===== config.mk =====
export PLATFORM = sky130hd
export DESIGN_NAME = bytePacker
export DESIGN_NICKNAME = d
export VERILOG_FILES = /design/src/hdl/aesTypesPkg.sv /design/src/hdl/bytePacker.sv
export VERILOG_INCLUDE_DIRS = /design/src /design/src/include
export SDC_FILE = /design/constraint.sdc
export NUM_CORES = 1
export LEC_CHECK = 0
export BUFFER_PORTS_ARGS = -buffer_cell sky130_fd_sc_hd__buf_2
export CELL_PAD_IN_SITES_DETAIL_PLACEMENT = 1
export CELL_PAD_IN_SITES_GLOBAL_PLACEMENT = 2
export CORE_ASPECT_RATIO = 0.6
export CORE_MARGIN = 8
export CORE_UTILIZATION = 40
export CTS_BUF_LIST = sky130_fd_sc_hd__clkbuf_4 sky130_fd_sc_hd__clkbuf_8
export CTS_CLUSTER_DIAMETER = 100
export DETAILED_ROUTE_END_ITERATION = 16
export MAX_ROUTING_LAYER = met4
export PLACE_DENSITY = 0.91
export SLEW_MARGIN = 0
export SYNTH_ARGS = -nofsm -noshare
export SYNTH_HDL_FRONTEND = slang
export SYNTH_SLANG_ARGS = --single-unit

===== constraint.sdc =====
create_clock -name clk -period 6.6 [get_ports clk]
set_clock_uncertainty 0.15 [all_clocks]
set_input_delay 0.33 -clock clk [delete_from_list [all_inputs] [get_ports clk]]
set_output_delay 0.33 -clock clk [all_outputs]
set_load 0.02 [all_outputs]

===== src/include/aes_settings.svh =====
/*
 * AES-128 sizes, fixed by the standard; changing them breaks the cipher.
 */
`ifndef AES_SETTINGS_SVH
`define AES_SETTINGS_SVH

// one block is sixteen bytes
`define AES_BLOCK_BITS  128
`define AES_BYTE_BITS   8
`define AES_BLOCK_BYTES 16

// AES-128 round count
`define AES_ROUNDS      10

`endif


===== src/hdl/aesTypesPkg.sv =====
/*
 * Data types of the byte-stream encryptor.
 * Byte 0 of a block is its most significant byte.
 */
`default_nettype none

`include "aes_settings.svh"

package aesTypesPkg;

    typedef logic [`AES_BLOCK_BITS-1:0] block_t;
    typedef logic [`AES_BYTE_BITS-1:0] byte_t;

    // position of a byte inside a block, 0 to 15
    typedef logic [$clog2(`AES_BLOCK_BYTES)-1:0] byteIndex_t;

    // engine FSM
    typedef enum logic [1:0] {
        IDLE,
        ROUND,
        HOLD
    } engineState_t;

endpackage

`default_nettype wire


===== src/hdl/bytePacker.sv =====
/*
 * Packs sixteen bytes into one block, first byte most significant.
 * inClk while upstreamReadClk is low is a protocol error and is dropped.
 */
`timescale 1ns/1ps
`default_nettype none

`include "aes_settings.svh"

module bytePacker (
    input  logic                clk,
    input  logic                rst,
    input  logic                inClk,
    input  aesTypesPkg::byte_t  inByte,
    input  logic                blockFull,
    output logic                write,
    output aesTypesPkg::block_t packedBlock,
    output logic                upstreamReadClk
);
    import aesTypesPkg::*;

    byteIndex_t count;
    logic holding;

    always_ff @(posedge clk) begin
        if (rst) begin
            count <= '0;
            holding <= 1'b0;
        end else begin
            if (inClk && !holding) begin
                count <= count + 1'b1;
                // last byte completes the block, count wraps to zero
                if (count == byteIndex_t'(`AES_BLOCK_BYTES - 1)) begin
                    holding <= 1'b1;
                end
            end else if (write) begin
                holding <= 1'b0;
            end
        end
    end

    // shift register for the payload
    always_ff @(posedge clk) begin
        if (inClk && !holding) begin
            packedBlock <= {packedBlock[`AES_BLOCK_BITS-`AES_BYTE_BITS-1:0], inByte};
        end
    end

    assign write = holding && !blockFull;
    assign upstreamReadClk = !holding;

endmodule

`default_nettype wire


**Word level (Yosys, flattened, before mapping)**

Cells that the tools add are included.

- Bits in registers: 133
- Input port bits: 12

- Add/subtract/negate cells: 1
- Equality and inequality tests: 2
- Mux-type cells: 3
- Reductions and logical operators: 6

Operators with widths:

| kind | count |
|---|---|
| 4-bit by 1-bit adder with 4-bit output (second input constant) | 1 |
| 4-bit equality test (second input constant) | 1 |
| 1-bit two-way mux | 3 |
| 1-bit logical AND | 2 |
| 1-bit logical NOT | 2 |
| 2-bit != test (second input constant) | 1 |
| 2-bit AND reduction | 1 |
| 2-bit nonzero test | 1 |

**Longest topological paths before layout**

Gate-level depths: netlist of the first run.

- Depth after elaboration: 4
- Depth in mapped cells: 4
- Mapped depth without buffers: 4

**Worst setup path before layout of the first run**

Ideal clock, no wire load.

- Path type: input port to flip-flop
- Start: input port inClk
- End: register count[3]
- Library setup time: 0.123 ns
- Arrival time: 2.905 ns
- Required time: 6.327 ns
- Path slack: 3.422 ns
- Cell stages on the path: 3
- Buffers on the path: 0
- Cells stage by stage: nor2b_4 nand4_1 mux2_1

- Cells in the longest elaborated chain, start to end: 1

Ends and longest elaborated chain:

| item | RTL line | RTL |
|---|---|---|
| start, declared | bytePacker.sv:13 | `input logic inClk,` |
| 1-bit logical AND | bytePacker.sv:30 | `if (inClk && !holding) begin` |
| end signal, assigned | bytePacker.sv:31 | `count <= count + 1'b1;` |
| end, declared | bytePacker.sv:22 | `byteIndex_t count;` |

No other way between the ends.
A chain may end at the register's enable or synchronous reset.

**Worst setup path in the final report of the first run**

- Start: register holding
- End: register count[3]

- Cells in the longest elaborated chain, start to end: 2

Ends and longest elaborated chain:

| item | RTL line | RTL |
|---|---|---|
| start, declared | bytePacker.sv:23 | `logic holding;` |
| start signal, assigned | bytePacker.sv:28 | `holding <= 1'b0;` |
| start signal, assigned | bytePacker.sv:34 | `holding <= 1'b1;` |
| start signal, assigned | bytePacker.sv:37 | `holding <= 1'b0;` |
| 1-bit logical NOT | bytePacker.sv:30 |  |
| 1-bit logical AND | bytePacker.sv:30 |  |

No other way between the ends.

==> flow_metrics.env, run 1 <==
export IMPL_final_nets=337
export IMPL_fp_dieW_um=146.3
export IMPL_end_kind="flip-flop"
export IMPL_grt_pass1_vias=2394
export IMPL_clk_latency_ps=410
export IMPL_fin_setup_tns_ps=0
export IMPL_hp_start="inClk"
export IMPL_rsz0062_at_grt="no"
export IMPL_post_layout_total_power_w=0.001755
export IMPL_drive_above_1_share_pct=52.23
export IMPL_grt_pass1_wl_um=13190
export IMPL_yosysWarnings=0
export IMPL_grt_max_degree=83
export IMPL_cp_startpoint="holding$_SDFFE_PP0P_"
export IMPL_first_iter_violations=139
export IMPL_crit_type="flip-flop to flip-flop"
export IMPL_crit_buf_inv=1
export IMPL_cts_repair_resized=0
export IMPL_maxSlewHeadroom_pct=31.32
export IMPL_cts_tree="done"
export IMPL_synth_xor_area_share_pct=0.4300
export IMPL_grt_antenna_before_repair=0
export IMPL_power_density_nw_per_um2=323.3
export IMPL_hold_viol=0
export IMPL_ios=142
export IMPL_place_congestion=0.7447
export IMPL_hpwlAfterDp_um=6067
export IMPL_r2r_cells=4
export IMPL_drtAntennaViolNets=0
export IMPL_worst_slew_pin_slew_ps=1030
export IMPL_min_period_over_period_pct=31.92
export IMPL_finalSetupViolCount=0
export IMPL_peakVddDrop_uv=189.7
export IMPL_syn_inst=152
export IMPL_globalRouteMet1Util_pct=13.91
export IMPL_synthToLayoutAreaGrowth_pct=33.29
export IMPL_clk_pin_slew_ps=80
export IMPL_drt_pass1_iter_count=4
export IMPL_cp_required_ps=6750
export IMPL_synth_nets=165
export IMPL_synth_cell_types=16
export IMPL_die_area_um2=13780
export IMPL_use_met3_pct=8.610
export IMPL_cts_buffers=17
export IMPL_syn_area_um2=4074
export IMPL_antenna_cells=0
export IMPL_status="finished, final reports clean"
export IMPL_place_area_um2=4964
export IMPL_final_area_um2=5430
export IMPL_synth_seq_cells=133
export IMPL_syn_avg_cell_area_um2=26.80
export IMPL_fmaxAchievable_mhz=474.7
export IMPL_crit_path_max_incr_delay_ps=750
export IMPL_p_leak_nw=2.137
export IMPL_cts_sinks=133
export IMPL_synth_simple_area_share_pct=1.720
export IMPL_r2r_slack_ps=4490
export IMPL_maxCapViolCount=0
export IMPL_min_path_cells=4
export IMPL_cpMaxStageDelayCell="buf_4"
export IMPL_cp_top_family="buffers and inverters"
export IMPL_cts_max_level=4
export IMPL_vias=2109
export IMPL_via_per_inst=4.468
export IMPL_synthAdderAreaFrac_pct=0.3071
export IMPL_timing_rr_end="count[3]$_SDFFE_PP0P_"
export IMPL_grt_util_all_layers_pct=13.25
export IMPL_use_met2_pct=19.36
export IMPL_synth_top_family_by_area="simple AND/OR/NAND/NOR gates"
export IMPL_synthMuxAreaShare_pct=0.5221
export IMPL_drc=0
export IMPL_finalCriticalPeriod_ps=2107
export IMPL_yosysSeqAreaShare_pct=96.81
export IMPL_num_rows=28
export IMPL_final_util_pct=54.96
export IMPL_cp_max_fo=82
export IMPL_start_util_pct=41.24
export IMPL_path_cells="nor2b_4 -> buf_4 -> nand4_1 -> mux2_1"
export IMPL_busiest_layer="met2"
export IMPL_synth_compound_area_share_pct=0.1229
export IMPL_critPathLaunchType="flip-flop"
export IMPL_crit_arrival_ps=2250
export IMPL_slew_violations=0
export IMPL_grt_remaining_overflow=0
export IMPL_fp_dieH_um=94.17
export IMPL_hold_path_class="input pin to flip-flop"
export IMPL_root_buffer="clkbuf_8"
export IMPL_hold_end="count[2]$_SDFFE_PP0P_"
export IMPL_routedWlPerCell_um=18.57
export IMPL_design_core_area_um2=9879
export IMPL_postRouteWirelength_um=8763
export IMPL_r2r_start="holding$_SDFFE_PP0P_"
export IMPL_io_buffers=141
export IMPL_cts_max_path_buffers=2
synthesized netlist by cell type, drive strengths merged:
cell / count / area (µm²)
a21oi: 1 / 5.000
nand2: 2 / 7.510
nand4: 1 / 6.260
nand3b: 1 / 7.510
mux2: 1 / 11.26
ha: 1 / 12.51
mux2i: 1 / 10.01
nor2b: 2 / 20.02
inv: 1 / 3.750
xor2: 1 / 8.760
xnor2: 1 / 8.760
and4: 1 / 10.01
dfxtp: 5 / 100.1
edfxtp: 128 / 3844
nor2: 5 / 18.77
layout by cell type (no fill, tap or decap):
master,netlist,routed
xor2_1,1,1
bufinv_16,0,1
nand4_1,1,1
inv_6,0,2
buf_4,0,2
nand3b_1,1,1
mux2_1,1,1
ha_1,1,1
xnor2_1,1,1
mux2i_1,1,1
buf_2,0,141
dfxtp_1,5,5
clkinvlp_4,0,3
and4_2,1,1
inv_1,1,1
clkbuf_8,0,17
edfxtp_1,128,128
a21oi_1,1,1
clkinv_1,0,1
clkinv_4,0,5
nor2b_1,1,1
dlygate4sd3_1,0,10
nor2b_4,1,1
clkinv_2,0,3
nor2_1,5,5
nand2_1,2,2
layout make-up:
class	count	area [µm²]
Tap cell	135	168.9
Multi-Input combinational cell	18	126.4
Clock inverter	15	132.6
Fill cell	913	4449
Timing Repair Buffer	153	820.8
Clock buffer	17	234.0
Sequential cell	133	3944
Inverter	1	3.754
power breakdown:
part           internal [W]  switching (W)  total, W
Clock              0.000299       0.000320  0.000618
Sequential         0.000981      0.0000225   0.00100
Combinational     0.0000374      0.0000959  0.000133
Total               0.00132       0.000438   0.00176
timing repair:
action	in CTS	in global routing
endpoints found under the hold margin	12	0
buffers inserted	0	0
hold buffers	10	0
setup endpoints to repair	0	0
kinds of logic after synthesis:
family | count (synthesis)
flops | 133
xor+xnor | 2
compound gates | 1
buf+inv | 1
mux | 2
fa+ha+maj | 1
simple gates | 12
layer usage:
layer  wire length, µm  vias up
li1                  -      952
met1              3631     1039
met2              3975      110
met3              1062        8
met4                93        0
met5                 0        -
tightest hold or removal path, stage by stage:
cell      delay, ps
buf_2           120
nand3b_1         90
xor2_1           70
nor2_1           70
worst max path at each step:
stage | endpoint | slack (ps) | cells after the start
2_1_floorplan | count[3]$_SDFFE_PP0P_ | 3420 | 3
3_5_place_dp | count[3]$_SDFFE_PP0P_ | 4330 | 5
3_3_place_gp | count[3]$_SDFFE_PP0P_ | 4460 | 5
4_1_cts | count[3]$_SDFFE_PP0P_ | 4420 | 4
5_1_grt | count[3]$_SDFFE_PP0P_ | 4350 | 4
6_report | count[3]$_SDFFE_PP0P_ | 4490 | 4
flip-flops by register name, indices dropped and copies added, names as in the netlist:
register / cells
packedBlock: 128
count: 4
holding: 1
stage by stage:
stage          hold WS, ps  worst slack (ps)  std cells
2_1_floorplan        249.1              3422        152
3_3_place_gp         275.4              4462        430
3_5_place_dp         278.1              4334        430
4_1_cts              121.1              4424        472
5_1_grt              191.5              4353        472
6_report             163.3              4493        472
(Power assumes the default switching activity.)
==> run 2: changes to the inputs <==
--- a/config.mk
+++ b/config.mk
@@ -11,12 +11,12 @@
 export CELL_PAD_IN_SITES_GLOBAL_PLACEMENT = 2
 export CORE_ASPECT_RATIO = 0.6
 export CORE_MARGIN = 8
-export CORE_UTILIZATION = 40
+export CORE_UTILIZATION = 34
 export CTS_BUF_LIST = sky130_fd_sc_hd__clkbuf_4 sky130_fd_sc_hd__clkbuf_8
 export CTS_CLUSTER_DIAMETER = 100
 export DETAILED_ROUTE_END_ITERATION = 16
 export MAX_ROUTING_LAYER = met4
-export PLACE_DENSITY = 0.91
+export PLACE_DENSITY = 0.83
 export SLEW_MARGIN = 0
 export SYNTH_ARGS = -nofsm -noshare
 export SYNTH_HDL_FRONTEND = slang
==> constraint.sdc (replaced) <==
create_clock -name clk -period 1.8 [get_ports clk]
set_clock_uncertainty 0.15 [all_clocks]
set_input_delay 0.09 -clock clk [delete_from_list [all_inputs] [get_ports clk]]
set_output_delay 0.09 -clock clk [all_outputs]
set_load 0.02 [all_outputs]
==> run 2 against run 1 <==
Against the previous run:
- routed wire length is 3.6% higher
- die area rose by 15%
- critical path type unchanged
- critical path depth increased by 1
- combinational power rose to 3.9 times the previous value
- hold slack better by 76 ps
- global-route usage shrank 1.4 points
- sequential cell count unchanged
- core utilization shrank 7.2 points
- setup slack got worse by 4400 ps
- non-clock buffer count increased by 8
- final area increased by 4.4%
- cell count up 7.8%
==> flow_metrics.env, run 2 (synthesis gave the netlist of run 1 again) <==
export IMPL_fp_dieH_um=100.8
export IMPL_place_inst=467
export IMPL_r2r_slack_ps=110
export IMPL_final_nets=345
export IMPL_grt_pass1_wl_um=13510
export IMPL_slew_violations=0
export IMPL_wl_met2_um=4067
export IMPL_clk_latency_ps=410
export IMPL_r2r_start="count[0]$_SDFFE_PP0P_"
export IMPL_fp_dieW_um=157.3
export IMPL_power_density_nw_per_um2=1204
export IMPL_critPathLaunchType="flip-flop"
export IMPL_layout_setup_ws_ps=111.0
export IMPL_status="finished, final reports clean"
export IMPL_min_period_over_period_pct=93.83
export IMPL_end_kind="flip-flop"
export IMPL_met3WireLength_um=1090
export IMPL_crit_cells=5
export IMPL_start_util_pct=34.32
export IMPL_cp_top_family="buffers and inverters"
export IMPL_root_buffer="clkbuf_8"
export IMPL_grt_util_all_layers_pct=11.84
export IMPL_grt_pass1_vias=2411
export IMPL_drt_pass1_iter_count=4
export IMPL_grt_antenna_before_repair=0
export IMPL_ios=142
export IMPL_cts_buffers=17
export IMPL_post_cts_buffers=0
export IMPL_cts_max_level=4
export IMPL_maxSlewHeadroom_pct=87.25
export IMPL_routedWlPerCell_um=17.84
export IMPL_timing_rr_end="holding$_SDFFE_PP0P_"
export IMPL_layout_common_cells="141 x buf_2, 128 x edfxtp_1, 17 x clkbuf_8"
export IMPL_worst_slew_pin_slew_ps=191.3
export IMPL_grt_remaining_overflow=0
export IMPL_peakVddDrop_uv=573.1
export IMPL_io_buffers=141
export IMPL_crit_path_max_incr_delay_ps=550
export IMPL_final_util_pct=47.77
export IMPL_first_iter_violations=101
export IMPL_p_int_w=0.005282
export IMPL_fillCellCount=1175
export IMPL_design_core_area_um2=11870
export IMPL_cp_startpoint="count[0]$_SDFFE_PP0P_"
export IMPL_hold_path_class="input pin to flip-flop"
export IMPL_swShare_pct=22.64
export IMPL_path_cells="ha_2 -> and4_2 -> nand2_1 -> a21oi_1 -> dlygate4sd3_1"
export IMPL_vias=2120
export IMPL_antenna_cells=0
export IMPL_hold_viol=0
export IMPL_synthToLayoutAreaGrowth_pct=39.16
export IMPL_maxUsedRoutingLayer="met4"
export IMPL_crit_arrival_ps=1890
export IMPL_cp_required_ps=2000
export IMPL_dp_slack_ps=355.9
export IMPL_via_per_inst=4.165
export IMPL_crit_type="flip-flop to flip-flop"
export IMPL_grt_max_degree=27
export IMPL_finalCriticalPeriod_ps=1689
export IMPL_drive_above_1_share_pct=54.36
export IMPL_num_rows=31
export IMPL_die_area_um2=15860
export IMPL_clk_pin_slew_ps=80
export IMPL_largest_register="packedBlock"
export IMPL_hp_start="inByte[6]"
export IMPL_drc=0
export IMPL_power_frac_clock_pct=38.3
export IMPL_p_leak_nw=2.237
export IMPL_r2r_cells=5
export IMPL_finalSetupViolCount=0
export IMPL_seqPwrFrac_pct=54.0
export IMPL_cpMaxStageDelayCell="dlygate4sd3_1"
export IMPL_rsz0062_at_grt="no"
export IMPL_final_common_cell="buf_2"
export IMPL_cts_max_path_buffers=2
export IMPL_drtAntennaViolNets=0
export IMPL_place_congestion=0.7381
export IMPL_maxCapViolCount=0
export IMPL_power_switching_w=0.001546
export IMPL_min_path_cells=2
export IMPL_fmaxAchievable_mhz=592.1
export IMPL_wl_met1_um=3868
export IMPL_largest_reg_flops=128
export IMPL_cp_max_fo=3
export IMPL_combPwrFrac_pct=7.6
export IMPL_final_cells=509
export IMPL_crit_buf_inv=1
export IMPL_hpwlAfterDp_um=6692
export IMPL_reg_top3="packedBlock (128), count (4), holding (1)"
export IMPL_postRouteWirelength_um=9079
export IMPL_hold_end="packedBlock[6]$_DFFE_PP_"
export IMPL_cts_sinks=133
export IMPL_cts_tree="done"
==> run 2: area by class of cell <==
| class | count | area (µm²) | share of cell area (%) |
|---|---|---|---|
| Clock inverter | 13 | 182.7 | 3.222 |
| Tap cell | 165 | 206.4 | 3.642 |
| Multi-Input combinational cell | 18 | 128.9 | 2.273 |
| Timing Repair Buffer | 161 | 958.4 | 16.91 |
| Inverter | 1 | 3.754 | 0.06621 |
| Clock buffer | 18 | 241.5 | 4.260 |
| Sequential cell | 133 | 3948 | 69.63 |
==> run 2: layer usage <==
metal	global-route usage [%]	vias to the layer above
met2	17.48	104
li1	-	965
met5	-	-
met1	13.56	1046
met3	6.507	5
met4	3.930	0
==> run 2: power by group through the flow <==
stage	logic (W)	registers (W)	clock network [W]
after floorplan	0.0000521	0.00395	0
after global placement	0.000506	0.00374	0
after detailed placement	0.000513	0.00376	0
after CTS	0.000529	0.00369	0.00271
after global routing	0.000554	0.00371	0.00282
final	0.000522	0.00369	0.00262
==> run 2: how the worst max path moves through the flow <==
stage / to / slack [ps]
3_5_place_dp: packedBlock[98]$_DFFE_PP_ / 360
2_1_floorplan: count[3]$_SDFFE_PP0P_ / -1340
6_report: holding$_SDFFE_PP0P_ / 110
5_1_grt: holding$_SDFFE_PP0P_ / 20
4_1_cts: holding$_SDFFE_PP0P_ / 70
3_3_place_gp: packedBlock[86]$_DFFE_PP_ / 380
==> run 2: what timing repair did <==
| item | in CTS | in global routing |
|---|---|---|
| hold endpoints to repair | 13 | 0 |
| gates resized for setup | 0 | 3 |
| endpoints found under the setup margin | 0 | 1 |
| hold buffers | 11 | 0 |
==> run 2: stage by stage <==
stage	hold slack, ps	total power [W]	TNS [ps]	instance area, µm²
2_1_floorplan	1.655	0.004007	-137410	4075
3_3_place_gp	116.5	0.004249	0	5130
3_5_place_dp	118.7	0.004273	0	5130
4_1_cts	197.5	0.006930	0	5664
5_1_grt	204.9	0.007086	0	5669
6_report	239.2	0.006828	0	5669
==> run 3: changes to the inputs <==
--- a/config.mk
+++ b/config.mk
@@ -6,17 +6,19 @@
 export SDC_FILE = /design/constraint.sdc
 export NUM_CORES = 1
 export LEC_CHECK = 0
+export ABC_AREA = 1
+export ABC_CLOCK_PERIOD_IN_PS = 1800
 export BUFFER_PORTS_ARGS = -buffer_cell sky130_fd_sc_hd__buf_2
 export CELL_PAD_IN_SITES_DETAIL_PLACEMENT = 1
 export CELL_PAD_IN_SITES_GLOBAL_PLACEMENT = 2
 export CORE_ASPECT_RATIO = 0.6
 export CORE_MARGIN = 8
-export CORE_UTILIZATION = 34
+export CORE_UTILIZATION = 33
 export CTS_BUF_LIST = sky130_fd_sc_hd__clkbuf_4 sky130_fd_sc_hd__clkbuf_8
 export CTS_CLUSTER_DIAMETER = 100
 export DETAILED_ROUTE_END_ITERATION = 16
 export MAX_ROUTING_LAYER = met4
-export PLACE_DENSITY = 0.83
+export PLACE_DENSITY = 0.81
 export SLEW_MARGIN = 0
 export SYNTH_ARGS = -nofsm -noshare
 export SYNTH_HDL_FRONTEND = slang
==> run 3 against run 2 <==
Against the previous run:
- sequential cell count unchanged
- sequential share of layout area up 0.47 points
- area after synthesis up 0.12%
- critical path depth down 1
- clock power up 2%
- global-route usage about the same
- final area down 0.73%
- die area up 2.7%
- power up 0.45%
- via count up 2.3%
- first-iteration DRC count down 12%
- fmax up 3.1%
- largest power group unchanged
==> flow_metrics.env, run 3 <==
export IMPL_status="finished, final reports clean"
export IMPL_grt_antenna_before_repair=0
export IMPL_synth_top_family_by_area="simple AND/OR/NAND/NOR gates"
export IMPL_hp_start="inByte[5]"
export IMPL_syn_inst=160
export IMPL_grt_pass1_wl_um=13730
export IMPL_p_leak_nw=2.213
export IMPL_synth_top_cell_by_area="edfxtp_1"
export IMPL_final_cells=515
export IMPL_slew_violations=0
export IMPL_synth_xor_area_share_pct=0
export IMPL_fmaxAchievable_mhz=610.4
export IMPL_whs_ps=209.2
export IMPL_ios=142
export IMPL_drtAntennaViolNets=0
export IMPL_clk_latency_ps=430
export IMPL_cts_repair_resized=0
export IMPL_synth_most_common_cell="edfxtp_1"
export IMPL_drc=0
export IMPL_io_buffers=141
export IMPL_cp_top_family="buffers and inverters"
export IMPL_hold_viol=0
export IMPL_finalCriticalPeriod_ps=1638
export IMPL_critPathLaunchType="flip-flop"
export IMPL_clk_pin_slew_ps=80
export IMPL_power_density_nw_per_um2=1219
export IMPL_via_per_inst=4.210
export IMPL_synthToLayoutAreaGrowth_pct=37.98
export IMPL_timing_rr_end="holding$_SDFFE_PP0P_"
export IMPL_crit_buf_inv=1
export IMPL_synth_simple_area_share_pct=2.147
export IMPL_cpMaxStageDelayCell="dlygate4sd3_1"
export IMPL_cts_buffers=17
export IMPL_crit_path_max_incr_delay_ps=560
export IMPL_finalSetupViolCount=0
export IMPL_drt_pass1_iter_count=4
export IMPL_r2r_start="count[0]$_SDFFE_PP0P_"
export IMPL_syn_area_um2=4079
export IMPL_vias=2168
export IMPL_start_util_pct=33.81
export IMPL_synth_nets=173
export IMPL_cts_tree="done"
export IMPL_crit_arrival_ps=1850
export IMPL_drive_above_1_share_pct=52.57
export IMPL_num_rows=31
export IMPL_rsz0062_at_grt="no"
export IMPL_synth_seq_cells=133
export IMPL_end_kind="flip-flop"
export IMPL_cp_max_fo=3
export IMPL_place_congestion=0.7658
export IMPL_min_path_cells=2
export IMPL_synthMuxAreaShare_pct=0
export IMPL_grt_max_degree=41
export IMPL_hold_end="packedBlock[5]$_DFFE_PP_"
export IMPL_synth_cell_types=15
export IMPL_final_util_pct=46.65
export IMPL_hpwlAfterDp_um=6523
export IMPL_fp_dieW_um=159.5
export IMPL_synth_compound_area_share_pct=0.4908
export IMPL_place_inst=470
export IMPL_postRouteWirelength_um=9149
export IMPL_antenna_cells=0
export IMPL_synth_top_flop_cell="edfxtp_1"
export IMPL_syn_avg_cell_area_um2=25.49
export IMPL_layout_common_cells="141 x buf_2, 128 x edfxtp_1, 17 x clkbuf_8"
export IMPL_grt_remaining_overflow=0
export IMPL_r2r_slack_ps=160
export IMPL_worst_slew_pin_slew_ps=218.8
export IMPL_grt_util_all_layers_pct=11.82
export IMPL_routedWlPerCell_um=17.77
export IMPL_synth_area_leaders="edfxtp_1 94%, dfxtp_1 2.5%, nand2_1 0.74%"
export IMPL_cts_max_level=4
export IMPL_cts_sinks=133
export IMPL_largest_register="packedBlock"
export IMPL_cp_startpoint="count[0]$_SDFFE_PP0P_"
export IMPL_fp_dieH_um=102.1
export IMPL_synthArstFlopShare_pct=0
export IMPL_design_core_area_um2=12060
export IMPL_die_area_um2=16290
export IMPL_hold_path_class="input pin to flip-flop"
export IMPL_maxCapViolCount=0
export IMPL_yosysSeqAreaShare_pct=96.69
export IMPL_r2r_cells=4
export IMPL_cts_max_path_buffers=2
export IMPL_final_common_cell="buf_2"
export IMPL_grt_pass1_vias=2409
export IMPL_root_buffer="clkbuf_8"
export IMPL_yosys_top_cells_count="128 x edfxtp_1, 8 x nand2_1, 5 x dfxtp_1, 5 x nor2_1, 3 x a21oi_1"
export IMPL_path_cells="ha_1 -> nand4_1 -> a21oi_1 -> dlygate4sd3_1"
export IMPL_cp_required_ps=2010
export IMPL_largest_reg_flops=128
export IMPL_crit_type="flip-flop to flip-flop"
export IMPL_synth_top_area_share_pct=94.23
export IMPL_maxSlewHeadroom_pct=85.42
export IMPL_peakVddDrop_uv=447.4
export IMPL_first_iter_violations=89
export IMPL_final_nets=350
export IMPL_synth_edff_count=128
export IMPL_synthAdderAreaFrac_pct=0.3067
export IMPL_reg_top3="packedBlock (128), count (4), holding (1)"
export IMPL_min_period_over_period_pct=91.01
export IMPL_yosysWarnings=0
[run 3: through the flow]
step / power [W] / cell area (µm²) / TNS (ps) / setup WS, ps
2_1_floorplan: 0.004005 / 4080 / -135790 / -1045
3_3_place_gp: 0.004232 / 5072 / 0 / 422.7
3_5_place_dp: 0.004254 / 5072 / 0 / 377.4
4_1_cts: 0.006969 / 5613 / 0 / 63.45
5_1_grt: 0.007119 / 5628 / 0 / 67.30
6_report: 0.006859 / 5628 / 0 / 161.8
[run 3: where the power goes]
part / total, W / internal [W] / leakage, nW / switching [W]
logic: 0.000512 / 0.000154 / 0.701 / 0.000358
registers: 0.00368 / 0.00360 / 1.29 / 0.0000838
clock network: 0.00267 / 0.00154 / 0.218 / 0.00113
[run 3: cell families after synthesis]
family,count (synthesis)
buffers and inverters,4
adders and majority gates,1
DFF,133
AOI/OAI and AO/OA,4
and+or+nand+nor,18
[run 3: worst max-delay path by stage]
stage | slack [ps] | to | cells past startpoint
2_1_floorplan | -1040 | holding$_SDFFE_PP0P_ | 3
3_3_place_gp | 420 | packedBlock[17]$_DFFE_PP_ | 2
3_5_place_dp | 380 | packedBlock[9]$_DFFE_PP_ | 2
6_report | 160 | holding$_SDFFE_PP0P_ | 4
5_1_grt | 70 | holding$_SDFFE_PP0P_ | 4
4_1_cts | 60 | holding$_SDFFE_PP0P_ | 4
[run 3: final cells by class]
cell class / instances / area, µm²
flip-flops and latches: 133 / 3945
inverters: 4 / 15.01
well taps: 165 / 206.4
repair buffers: 158 / 910.9
multi-input cells: 23 / 120.1
clock buffers: 19 / 249.0
clock inverters: 13 / 181.4
fillers: 1180 / 6435
[run 3: timing repair]
item	CTS	global route
hold endpoints to repair	14	0
hold buffers	11	0
setup buffers	0	2
setup endpoints to repair	0	1
[run 3: per-layer routing]
| metal | GRT usage (%) | vias up | share of wire [%] |
|---|---|---|---|
| met1 | 12.34 | 1051 | 41 |
| met2 | 17.34 | 121 | 45 |
| met3 | 8.005 | 12 | 13 |
| met4 | 4.975 | 0 | 1.3 |
| li1 | - | 984 | - |
| met5 | - | - | 0 |
